--- config.mk ---
export PLATFORM = sky130hd
export DESIGN_NAME = axil_cache
export DESIGN_NICKNAME = d
export VERILOG_FILES = /design/src/design/cache_pkg.sv /design/src/design/axil_cache.sv /design/src/design/cache_ctrl.sv /design/src/design/cache_store.sv /design/src/design/hold_reg.sv
export VERILOG_INCLUDE_DIRS = /design/src /design/src/include
export SDC_FILE = /design/constraint.sdc
export NUM_CORES = 1
export LEC_CHECK = 0
export BUFFER_PORTS_ARGS = -buffer_cell sky130_fd_sc_hd__buf_2
export CORE_MARGIN = 2
export CORE_UTILIZATION = 35
export CTS_CLUSTER_DIAMETER = 80
export DETAILED_ROUTE_END_ITERATION = 7
export HOLD_SLACK_MARGIN = 0.05
export PLACE_DENSITY = 0.58
export REMOVE_ABC_BUFFERS = 1
export SLEW_MARGIN = 20
export SYNTH_ARGS = -nofsm -noshare
export SYNTH_HDL_FRONTEND = slang
export SYNTH_SLANG_ARGS = --single-unit
export TNS_END_PERCENT = 1
--- constraint.sdc ---
create_clock -name ACLK -period 11.2 [get_ports ACLK]
set_clock_uncertainty 0.15 [all_clocks]
set_input_delay 1.12 -clock ACLK [delete_from_list [all_inputs] [get_ports ACLK]]
set_output_delay 1.12 -clock ACLK [all_outputs]
set_load 0.005 [all_outputs]
--- src/include/cache_macros.svh ---
`ifndef CACHE_MACROS_SVH
`define CACHE_MACROS_SVH

// Bus widths
`define CACHE_ADDR_W   32
`define CACHE_DATA_W   32
`define CACHE_STRB_W   (`CACHE_DATA_W / 8)

// Geometry: one word per line, direct mapped
`define CACHE_NUM_SETS 4
`define CACHE_OFFSET_W 2
`define CACHE_INDEX_W  $clog2(`CACHE_NUM_SETS)

// Tag takes whatever the index and byte offset leave over
`define CACHE_TAG_W    (`CACHE_ADDR_W - `CACHE_INDEX_W - `CACHE_OFFSET_W)

`endif

--- src/design/cache_pkg.sv ---
`default_nettype none

package cache_pkg;

  `include "cache_macros.svh"

  typedef logic [`CACHE_ADDR_W-1:0]  addr_t;
  typedef logic [`CACHE_DATA_W-1:0]  word_t;
  typedef logic [`CACHE_STRB_W-1:0]  strb_t;
  typedef logic [`CACHE_INDEX_W-1:0] index_t;
  typedef logic [`CACHE_TAG_W-1:0]   tag_t;

  // Processor write, address and data channels merged
  typedef struct packed {
    addr_t addr;
    word_t data;
    strb_t strb;
  } wr_req_t;

  // Full-word writeback of a dirty victim
  typedef struct packed {
    addr_t addr;
    word_t data;
  } wb_req_t;

  typedef enum logic [1:0] {
    ST_IDLE,
    ST_WRITEBACK,
    ST_FILL,
    ST_RESPOND
  } ctrl_state_t;

  function automatic index_t addr_index(addr_t a);
    return a[`CACHE_OFFSET_W +: `CACHE_INDEX_W];
  endfunction

  function automatic tag_t addr_tag(addr_t a);
    return a[`CACHE_ADDR_W-1 -: `CACHE_TAG_W];
  endfunction

  // Byte lanes with strobe set come from new_w
  function automatic word_t merge_bytes(word_t old_w, word_t new_w, strb_t strb);
    word_t res;
    res = old_w;
    for (int i = 0; i < `CACHE_STRB_W; i++) begin
      if (strb[i]) res[8*i +: 8] = new_w[8*i +: 8];
    end
    return res;
  endfunction

endpackage

`default_nettype wire

--- src/design/axil_cache.sv ---
`timescale 1ns/10ps
`default_nettype none

module axil_cache (
  input  wire                      ACLK,
  input  wire                      ARESETn,
  // Processor read
  input  wire                      rd_req_valid,
  output logic                     rd_req_ready,
  input  wire  cache_pkg::addr_t   rd_req_addr,
  output logic                     rd_rsp_valid,
  input  wire                      rd_rsp_ready,
  output cache_pkg::word_t         rd_rsp_data,
  // Processor write
  input  wire                      wr_req_valid,
  output logic                     wr_req_ready,
  input  wire  cache_pkg::wr_req_t wr_req,
  output logic                     wr_rsp_valid,
  input  wire                      wr_rsp_ready,
  // Memory fill
  output logic                     fill_req_valid,
  input  wire                      fill_req_ready,
  output cache_pkg::addr_t         fill_req_addr,
  input  wire                      fill_rsp_valid,
  output logic                     fill_rsp_ready,
  input  wire  cache_pkg::word_t   fill_rsp_data,
  // Memory writeback
  output logic                     wb_req_valid,
  input  wire                      wb_req_ready,
  output cache_pkg::wb_req_t       wb_req,
  input  wire                      wb_rsp_valid,
  output logic                     wb_rsp_ready
);

  import cache_pkg::*;

  // Store interface
  addr_t   lookup_addr;
  logic    hit;
  logic    victim_dirty;
  addr_t   victim_addr;
  word_t   line_data;
  logic    wr_en;
  word_t   wr_data;
  strb_t   wr_strb;
  logic    fill_en;

  // Hold register strobes
  logic    rsp_load;
  word_t   rsp_word;
  logic    rsp_taken;
  logic    fill_load;
  logic    fill_taken;
  logic    wb_load;
  logic    wb_taken;
  wb_req_t wb_payload;

  // Victim line as seen by the store
  assign wb_payload = '{addr: victim_addr, data: line_data};

  cache_ctrl u_ctrl (
    .ACLK           (ACLK),
    .ARESETn        (ARESETn),
    .rd_req_valid   (rd_req_valid),
    .rd_req_ready   (rd_req_ready),
    .rd_req_addr    (rd_req_addr),
    .wr_req_valid   (wr_req_valid),
    .wr_req_ready   (wr_req_ready),
    .wr_req         (wr_req),
    .wr_rsp_valid   (wr_rsp_valid),
    .wr_rsp_ready   (wr_rsp_ready),
    .rsp_load       (rsp_load),
    .rsp_word       (rsp_word),
    .rsp_taken      (rsp_taken),
    .fill_load      (fill_load),
    .fill_taken     (fill_taken),
    .fill_rsp_valid (fill_rsp_valid),
    .fill_rsp_ready (fill_rsp_ready),
    .fill_rsp_data  (fill_rsp_data),
    .wb_load        (wb_load),
    .wb_taken       (wb_taken),
    .wb_rsp_valid   (wb_rsp_valid),
    .wb_rsp_ready   (wb_rsp_ready),
    .lookup_addr    (lookup_addr),
    .hit            (hit),
    .victim_dirty   (victim_dirty),
    .line_data      (line_data),
    .wr_en          (wr_en),
    .wr_data        (wr_data),
    .wr_strb        (wr_strb),
    .fill_en        (fill_en)
  );

  cache_store u_store (
    .ACLK         (ACLK),
    .ARESETn      (ARESETn),
    .lookup_addr  (lookup_addr),
    .hit          (hit),
    .victim_dirty (victim_dirty),
    .victim_addr  (victim_addr),
    .line_data    (line_data),
    .wr_en        (wr_en),
    .wr_data      (wr_data),
    .wr_strb      (wr_strb),
    .fill_en      (fill_en),
    .fill_data    (fill_rsp_data)
  );

  // Read data back to the processor
  hold_reg #(.payload_t(word_t)) u_rd_rsp (
    .ACLK      (ACLK),
    .ARESETn   (ARESETn),
    .load      (rsp_load),
    .load_data (rsp_word),
    .valid     (rd_rsp_valid),
    .ready     (rd_rsp_ready),
    .data      (rd_rsp_data),
    .taken     (rsp_taken)
  );

  // Fill address is the current lookup address
  hold_reg #(.payload_t(addr_t)) u_fill_req (
    .ACLK      (ACLK),
    .ARESETn   (ARESETn),
    .load      (fill_load),
    .load_data (lookup_addr),
    .valid     (fill_req_valid),
    .ready     (fill_req_ready),
    .data      (fill_req_addr),
    .taken     (fill_taken)
  );

  hold_reg #(.payload_t(wb_req_t)) u_wb_req (
    .ACLK      (ACLK),
    .ARESETn   (ARESETn),
    .load      (wb_load),
    .load_data (wb_payload),
    .valid     (wb_req_valid),
    .ready     (wb_req_ready),
    .data      (wb_req),
    .taken     (wb_taken)
  );

endmodule

`default_nettype wire

--- src/design/cache_ctrl.sv ---
`timescale 1ns/10ps
`default_nettype none

`include "cache_macros.svh"

module cache_ctrl (
  input  wire                        ACLK,
  input  wire                        ARESETn,
  // Processor read request
  input  wire                        rd_req_valid,
  output logic                       rd_req_ready,
  input  wire  cache_pkg::addr_t     rd_req_addr,
  // Processor write request and response
  input  wire                        wr_req_valid,
  output logic                       wr_req_ready,
  input  wire  cache_pkg::wr_req_t   wr_req,
  output logic                       wr_rsp_valid,
  input  wire                        wr_rsp_ready,
  // Read response register
  output logic                       rsp_load,
  output cache_pkg::word_t           rsp_word,
  input  wire                        rsp_taken,
  // Fill channels
  output logic                       fill_load,
  input  wire                        fill_taken,
  input  wire                        fill_rsp_valid,
  output logic                       fill_rsp_ready,
  input  wire  cache_pkg::word_t     fill_rsp_data,
  // Writeback channels
  output logic                       wb_load,
  input  wire                        wb_taken,
  input  wire                        wb_rsp_valid,
  output logic                       wb_rsp_ready,
  // Store lookup and commands
  output cache_pkg::addr_t           lookup_addr,
  input  wire                        hit,
  input  wire                        victim_dirty,
  input  wire  cache_pkg::word_t     line_data,
  output logic                       wr_en,
  output cache_pkg::word_t           wr_data,
  output cache_pkg::strb_t           wr_strb,
  output logic                       fill_en
);

  import cache_pkg::*;

  ctrl_state_t state_q;
  ctrl_state_t state_d;

  // Latched request, held for the whole miss
  wr_req_t req_q;
  logic    is_wr_q;

  // Memory request has left the hold register
  logic    mem_sent_q;

  wr_req_t cur_req;
  logic    cur_is_wr;
  logic    idle;
  logic    rd_fire;
  logic    wr_fire;
  logic    accept;
  logic    fill_fire;
  logic    wb_fire;
  logic    rsp_done;

  assign idle = (state_q == ST_IDLE);

  // Read wins when both are valid
  assign rd_req_ready = idle;
  assign wr_req_ready = idle && !rd_req_valid;

  assign rd_fire = rd_req_valid && rd_req_ready;
  assign wr_fire = wr_req_valid && wr_req_ready;
  assign accept  = rd_fire || wr_fire;

  // Incoming request in idle, latched one otherwise
  always_comb begin
    if (idle) begin
      if (rd_req_valid) begin
        cur_req   = '{addr: rd_req_addr, data: '0, strb: '0};
        cur_is_wr = 1'b0;
      end else begin
        cur_req   = wr_req;
        cur_is_wr = 1'b1;
      end
    end else begin
      cur_req   = req_q;
      cur_is_wr = is_wr_q;
    end
  end

  assign lookup_addr = cur_req.addr;
  assign wr_data     = cur_req.data;
  assign wr_strb     = cur_req.strb;

  // Only listen for a response once the request went out
  assign fill_rsp_ready = (state_q == ST_FILL) && mem_sent_q;
  assign wb_rsp_ready   = (state_q == ST_WRITEBACK) && mem_sent_q;

  assign fill_fire = fill_rsp_valid && fill_rsp_ready;
  assign wb_fire   = wb_rsp_valid && wb_rsp_ready;

  assign rsp_done = is_wr_q ? (wr_rsp_valid && wr_rsp_ready) : rsp_taken;

  // Next state and one-cycle strobes
  always_comb begin
    state_d   = state_q;
    rsp_load  = 1'b0;
    rsp_word  = line_data;
    fill_load = 1'b0;
    wb_load   = 1'b0;
    wr_en     = 1'b0;
    fill_en   = 1'b0;
    case (state_q)
      ST_IDLE: begin
        if (accept) begin
          if (hit) begin
            // Answer from the array right away
            wr_en    = cur_is_wr;
            rsp_load = !cur_is_wr;
            state_d  = ST_RESPOND;
          end else if (victim_dirty) begin
            // Victim data and address come straight from the store
            wb_load = 1'b1;
            state_d = ST_WRITEBACK;
          end else begin
            fill_load = 1'b1;
            state_d   = ST_FILL;
          end
        end
      end
      ST_WRITEBACK: begin
        // Memory has the old line, fetch the new one
        if (wb_fire) begin
          fill_load = 1'b1;
          state_d   = ST_FILL;
        end
      end
      ST_FILL: begin
        if (fill_fire) begin
          fill_en  = 1'b1;
          wr_en    = is_wr_q;
          rsp_load = !is_wr_q;
          // Forward the fill word
          rsp_word = fill_rsp_data;
          state_d  = ST_RESPOND;
        end
      end
      ST_RESPOND: begin
        if (rsp_done) state_d = ST_IDLE;
      end
      default: state_d = ST_IDLE;
    endcase
  end

  always_ff @(posedge ACLK) begin
    if (!ARESETn) begin
      state_q      <= ST_IDLE;
      wr_rsp_valid <= 1'b0;
      mem_sent_q   <= 1'b0;
    end else begin
      state_q <= state_d;
      // Every write completes with a store write
      if (wr_en) begin
        wr_rsp_valid <= 1'b1;
      end else if (wr_rsp_ready) begin
        wr_rsp_valid <= 1'b0;
      end
      if (fill_fire || wb_fire) begin
        mem_sent_q <= 1'b0;
      end else if (fill_taken || wb_taken) begin
        mem_sent_q <= 1'b1;
      end
    end
  end

  // Request capture
  always_ff @(posedge ACLK) begin
    if (accept) begin
      req_q   <= cur_req;
      is_wr_q <= cur_is_wr;
    end
  end

  // One-word lines, word-aligned accesses only
  a_rd_aligned: assert property (@(posedge ACLK) disable iff (!ARESETn)
    rd_req_valid |-> rd_req_addr[`CACHE_OFFSET_W-1:0] == '0);
  a_wr_aligned: assert property (@(posedge ACLK) disable iff (!ARESETn)
    wr_req_valid |-> wr_req.addr[`CACHE_OFFSET_W-1:0] == '0);

  // Memory only answers a fill we actually sent
  a_fill_in_state: assert property (@(posedge ACLK) disable iff (!ARESETn)
    fill_rsp_valid |-> state_q == ST_FILL && mem_sent_q);

endmodule

`default_nettype wire

--- src/design/cache_store.sv ---
`timescale 1ns/10ps
`default_nettype none

`include "cache_macros.svh"

module cache_store (
  input  wire                    ACLK,
  input  wire                    ARESETn,
  // Lookup
  input  wire  cache_pkg::addr_t lookup_addr,
  output logic                   hit,
  output logic                   victim_dirty,
  output cache_pkg::addr_t       victim_addr,
  output cache_pkg::word_t       line_data,
  // Processor write merge
  input  wire                    wr_en,
  input  wire  cache_pkg::word_t wr_data,
  input  wire  cache_pkg::strb_t wr_strb,
  // Line fill from memory
  input  wire                    fill_en,
  input  wire  cache_pkg::word_t fill_data
);

  import cache_pkg::*;

  // Line arrays
  tag_t                       tag_q  [`CACHE_NUM_SETS];
  word_t                      data_q [`CACHE_NUM_SETS];
  logic [`CACHE_NUM_SETS-1:0] valid_q;
  logic [`CACHE_NUM_SETS-1:0] dirty_q;

  index_t idx;
  tag_t   lk_tag;

  assign idx    = addr_index(lookup_addr);
  assign lk_tag = addr_tag(lookup_addr);

  // Tag compare against the single candidate line
  assign hit          = valid_q[idx] && (tag_q[idx] == lk_tag);
  // Occupant needs writing back before it is replaced
  assign victim_dirty = valid_q[idx] && dirty_q[idx];
  // Rebuild the occupant's address from its stored tag
  assign victim_addr  = {tag_q[idx], idx, {`CACHE_OFFSET_W{1'b0}}};
  assign line_data    = data_q[idx];

  // Tag and data updates
  always_ff @(posedge ACLK) begin
    if (fill_en) begin
      tag_q[idx] <= lk_tag;
      // Write miss completes here, write bytes land on top of the fill word
      if (wr_en) begin
        data_q[idx] <= merge_bytes(fill_data, wr_data, wr_strb);
      end else begin
        data_q[idx] <= fill_data;
      end
    end else if (wr_en) begin
      data_q[idx] <= merge_bytes(data_q[idx], wr_data, wr_strb);
    end
  end

  // Line state bits
  always_ff @(posedge ACLK) begin
    if (!ARESETn) begin
      valid_q <= '0;
      dirty_q <= '0;
    end else if (fill_en) begin
      valid_q[idx] <= 1'b1;
      // Clean after a read fill, dirty after a write fill
      dirty_q[idx] <= wr_en;
    end else if (wr_en) begin
      dirty_q[idx] <= 1'b1;
    end
  end

  // Plain write only lands on a resident line
  a_write_on_hit: assert property (@(posedge ACLK) disable iff (!ARESETn)
    wr_en && !fill_en |-> hit);

  // Filled line is resident on the next cycle, control keeps the address
  a_fill_resident: assert property (@(posedge ACLK) disable iff (!ARESETn)
    fill_en |=> hit);

endmodule

`default_nettype wire

--- src/design/hold_reg.sv ---
`timescale 1ns/10ps
`default_nettype none

module hold_reg #(
  parameter type payload_t = logic [31:0]
) (
  input  wire           ACLK,
  input  wire           ARESETn,
  input  wire           load,
  input  wire payload_t load_data,
  output logic          valid,
  input  wire           ready,
  output payload_t      data,
  output logic          taken
);

  // Transfer on this edge
  assign taken = valid && ready;

  // Valid rises after a load and falls after the transfer
  always_ff @(posedge ACLK) begin
    if (!ARESETn) begin
      valid <= 1'b0;
    end else if (load) begin
      valid <= 1'b1;
    end else if (taken) begin
      valid <= 1'b0;
    end
  end

  // Payload register
  always_ff @(posedge ACLK) begin
    if (load) data <= load_data;
  end

  // Held transfer keeps valid and payload until accepted
  a_hold_stable: assert property (@(posedge ACLK) disable iff (!ARESETn)
    valid && !ready |=> valid && $stable(data));

  // Producer only loads an empty register
  a_no_overwrite: assert property (@(posedge ACLK) disable iff (!ARESETn)
    load |-> !valid);

endmodule

`default_nettype wire

==> results.md <==
- The routed design could run at a clock period as short as 6.65 ns.
- The critical path start-end classification is reg2reg.
- The arrival time reported for the critical path endpoint is 6.79 ns.
- The largest net degree at the start of global routing is 80.
- The leakage power total is 8.26 nW.
- In this run the critical register-to-register path is captured at u_store.data_q[0][28]$_DFFE_PP_.
- The pin slew with the least headroom to its limit is 1.07 ns.
- After clock tree synthesis, the repair step resized 0 gates.
- After synthesis, the mean cell area works out to 16.5 µm².
- The most crowded layer after global routing is met2.
- After synthesis, the netlist uses 67 different library cells.
- STA classifies the critical path endpoint as a flop.
- The library cell with the largest summed area after synthesis is sky130_fd_sc_hd__edfxtp_1.
- The post-route non-filler standard cell count is 2160.
- The average routed wire per standard cell is 22.9 µm.
- The average via count per standard cell is 5.30.
- The die span in y is 236 µm.
- In this run the tightest slew margin relative to its limit is 0.283.
- The worst register-to-register path has a depth of 14.
- The congestion estimate from routability-driven global placement came to 0.825.
- The number of antenna violations at the first check in global routing was 4.
- The timing-limited maximum frequency is 150 MHz.
- The worst hold path belongs to the class reg2reg.
- The root buffer cell chosen for the clock tree is sky130_fd_sc_hd__clkbuf_16.
- The net count reported at finish is 1571.
- Dividing the final minimum period by the clock period gives 0.594.
- By count the netlist is led by sky130_fd_sc_hd__edfxtp_1 (435), sky130_fd_sc_hd__mux2i_1 (101), sky130_fd_sc_hd__o211ai_1 (66), sky130_fd_sc_hd__nor2_1 (54).
- The routed design has 49500 µm of wire.
- After clock tree synthesis, the clock-pin slew on the worst setup and hold paths is 0.06 ns.
- The number of cells traversed by the worst hold path is 2.
- The total clock buffers created by CTS is 50.
- The wire length of the first global-routing pass is 73400 µm.
- The slack of the worst reg-to-reg path is 4.55 ns.
- Once routing completed, OpenROAD measured the worst setup slack at 4.55 ns.
- The completed layout was analyzed and its total power is 6.11 mW.
- The power per standard cell area is 269 nW/µm².
- The startpoint identified for the worst hold timing path is u_store.valid_q[3]$_SDFFE_PN0P_.
- The final-report hold violation count is 0.
- Setup repair after global routing left no endpoint under its margin.
- The worst-case IR drop observed on VDD is 141 µV.
- The utilization after layout is 0.424.
- The aggregate negative setup slack is 0 ns.
- The met1 routing resource usage after global routing is 0.234.
- The row count is 85.
- The number of setup buffers added after CTS is 0.
- In the post-synthesis netlist, the biggest area contributors are sky130_fd_sc_hd__edfxtp_1 (69%), sky130_fd_sc_hd__mux2i_1 (5.4%), sky130_fd_sc_hd__mux4_2 (4.9%), sky130_fd_sc_hd__o211ai_1 (2.6%), sky130_fd_sc_hd__mux2_2 (2.1%).
- The top-level I/O count is 278.
- For met2 alone, demand over resource in global routing was 0.287.
- The overall routing resource usage is 0.176.
- The fraction of post-synthesis cell area in the top cell type by area is 0.692.
- The worst setup path is launched from a flop.
- The core region is 53600 µm².
- The clock latency at the later pin of the worst-skew pair is 0.60 ns.
- The number of flops mapped to enable cells by yosys is 435.
- The endpoint required time on the critical path is 11.34 ns.
- The critical-path maximum fanout is 79.
- After the first detailed-routing iteration, the DRC count stood at 842.
- The TritonCTS clock tree is yes.
- After global routing the overflow that remains totals 0.
- In the post-synthesis netlist, the cell with the most instances is sky130_fd_sc_hd__edfxtp_1.
- The end point of the worst hold path is u_store.valid_q[3]$_SDFFE_PN0P_.
- Summing every instance area after synthesis gives 18900 µm².
- The post-synthesis register bit count is 450.
- The final number of max-transition violations was 0.
- The routing usage on met3 is 0.0397.
- The placed standard-cell area is 21100 µm².
- The overall die area is 55800 µm².
- The final setup violation count is 0.
- The total of max-cap violations is 0.
- For this design, the CTS-stage hold fixing added 0 buffers.
- The post-DP HPWL is 31400 µm.
- The first TritonRoute pass finished after 5 iterations.
- In the synthesized netlist the dominant register cell turns out to be sky130_fd_sc_hd__edfxtp_1.
- The clock passes through at most 3 buffers.
- CTS built an H-tree with a depth of 2.
- The routed layout has 11500 vias.
- The share of final-layout standard cells stronger than drive strength 1 is 0.331.
- The post-route antenna net violation count is 0.
- After routing the design area is 22700 µm².
- The number of cells produced by synthesis is 1145.
- After synthesis, the share of flip-flops with an asynchronous set or reset is 0.
- The post-synthesis to final-layout area growth is 20.4%.
- For this design, the sink count on the clock tree is 450.
- The worst register-to-register path begins at u_ctrl.state_q[1]$_SDFFE_PN0P_.
- Of the synthesized area, sequential elements account for 0.708.
- The pre-CTS setup slack is 3.93 ns.
- The via count of the first global-routing pass is 11500.
- The flow ran to the end, and the final reports show no timing, DRC or antenna violations.
- The worst hold slack across all endpoints is 0.358 ns.
- In this run the tool buffered the top-level ports with 275 buffer cells.
- The horizontal die dimension is 236 µm.
- The number of design rule violations left after detail routing is 0.
- Counting tap cells, the placed design contains a total of 2068 instances.
- The Yosys step of the flow raised 0 warnings.
- The effective utilization at floorplan is 0.352.
-- where the power goes --
| group | total, mW | switching, mW | leakage (nW) | internal [mW] |
|---|---|---|---|---|
| logic | 1.94 | 1.25 | 3.36 | 0.692 |
| clock network | 1.63 | 0.671 | 0.792 | 0.957 |
| registers | 2.54 | 0.0905 | 4.11 | 2.45 |
-- how the worst max path moves through the flow --
stage	start	to	slack [ns]	cells past startpoint
final	u_ctrl.state_q[1]$_SDFFE_PN0P_	u_store.data_q[0][28]$_DFFE_PP_	4.55	14
after global routing	u_ctrl.state_q[1]$_SDFFE_PN0P_	u_store.data_q[0][27]$_DFFE_PP_	4.11	14
after CTS	u_ctrl.state_q[0]$_SDFFE_PN0P_	u_store.data_q[0][28]$_DFFE_PP_	4.45	14
after detailed placement	rd_req_valid	u_store.data_q[0][28]$_DFFE_PP_	3.93	14
after global placement	rd_req_valid	u_store.dirty_q[0]$_SDFFE_PN0P_	3.75	14
after floorplan	u_ctrl.state_q[0]$_SDFFE_PN0P_	u_wb_req.data[0]$_DFFE_PP_	1.16	13
-- placed cells by master (no fill, tap or decap), drive strengths merged, types with 23 or more instances in the layout --
cell type,instances
a21oi,44
clkbuf,56
a22o,38
mux2i,102
clkinv,23
mux2,37
nor2,54
nand2,33
buf,300
nand3,44
mux4,41
edfxtp,435
o211ai,66
-- cells by family after synthesis --
group                    synth area share
flip-flops                          0.708
AND/OR/NAND/NOR                    0.0460
adder cells (fa/ha/maj)           0.00331
other                            0.000199
AO/OA/AOI/OAI                      0.0879
multiplexers                        0.125
XOR/XNOR                          0.00742
buffers and inverters              0.0217
-- state kept, by name (all words and copies together) (netlist names) --
signal,count
u_store.data_q,128
u_store.tag_q,112
u_ctrl.req_q,68
u_wb_req.data,62
u_fill_req.data,32
u_rd_rsp.data,32
u_store.dirty_q,4
u_store.valid_q,4
u_ctrl.state_q,2
u_ctrl.is_wr_q,1
u_ctrl.mem_sent_q,1
u_ctrl.wr_rsp_valid,1
u_fill_req.valid,1
u_rd_rsp.valid,1
u_wb_req.valid,1
-- layer usage --
metal / wire (µm) / vias to the layer above / part of all wire
li1: - / 5182 / -
met1: 21300 / 5773 / 0.43
met2: 23500 / 420 / 0.48
met3: 3490 / 76 / 0.070
met4: 1130 / 6 / 0.023
met5: 31 / - / 0.00063
-- layout make-up --
cell class / count / area, µm²
clock buffer: 56 / 1270
antenna: 1 / 2.50
tap: 696 / 871
sequential: 450 / 13400
multi-input combinational: 606 / 5210
clock inverter: 35 / 343
inverter: 16 / 67.6
fill: 4872 / 30900
timing repair buffer: 300 / 1590
-- worst max-delay path, stage by stage (launching register included) --
cell and delay, ns:
sky130_fd_sc_hd__dfxtp_1 0.34, sky130_fd_sc_hd__inv_1 0.16, sky130_fd_sc_hd__ha_4 0.73, sky130_fd_sc_hd__or2_2 0.31
sky130_fd_sc_hd__o21ai_4 0.16, sky130_fd_sc_hd__inv_4 0.47, sky130_fd_sc_hd__buf_4 0.65, sky130_fd_sc_hd__mux2i_1 0.25
sky130_fd_sc_hd__a21o_1 0.21, sky130_fd_sc_hd__a32o_1 0.28, sky130_fd_sc_hd__a221oi_1 0.26, sky130_fd_sc_hd__nand4_1 0.26
sky130_fd_sc_hd__or3_2 0.97, sky130_fd_sc_hd__a21oi_4 0.80, sky130_fd_sc_hd__buf_16 0.24
Power figures use the tool's default switching activity.
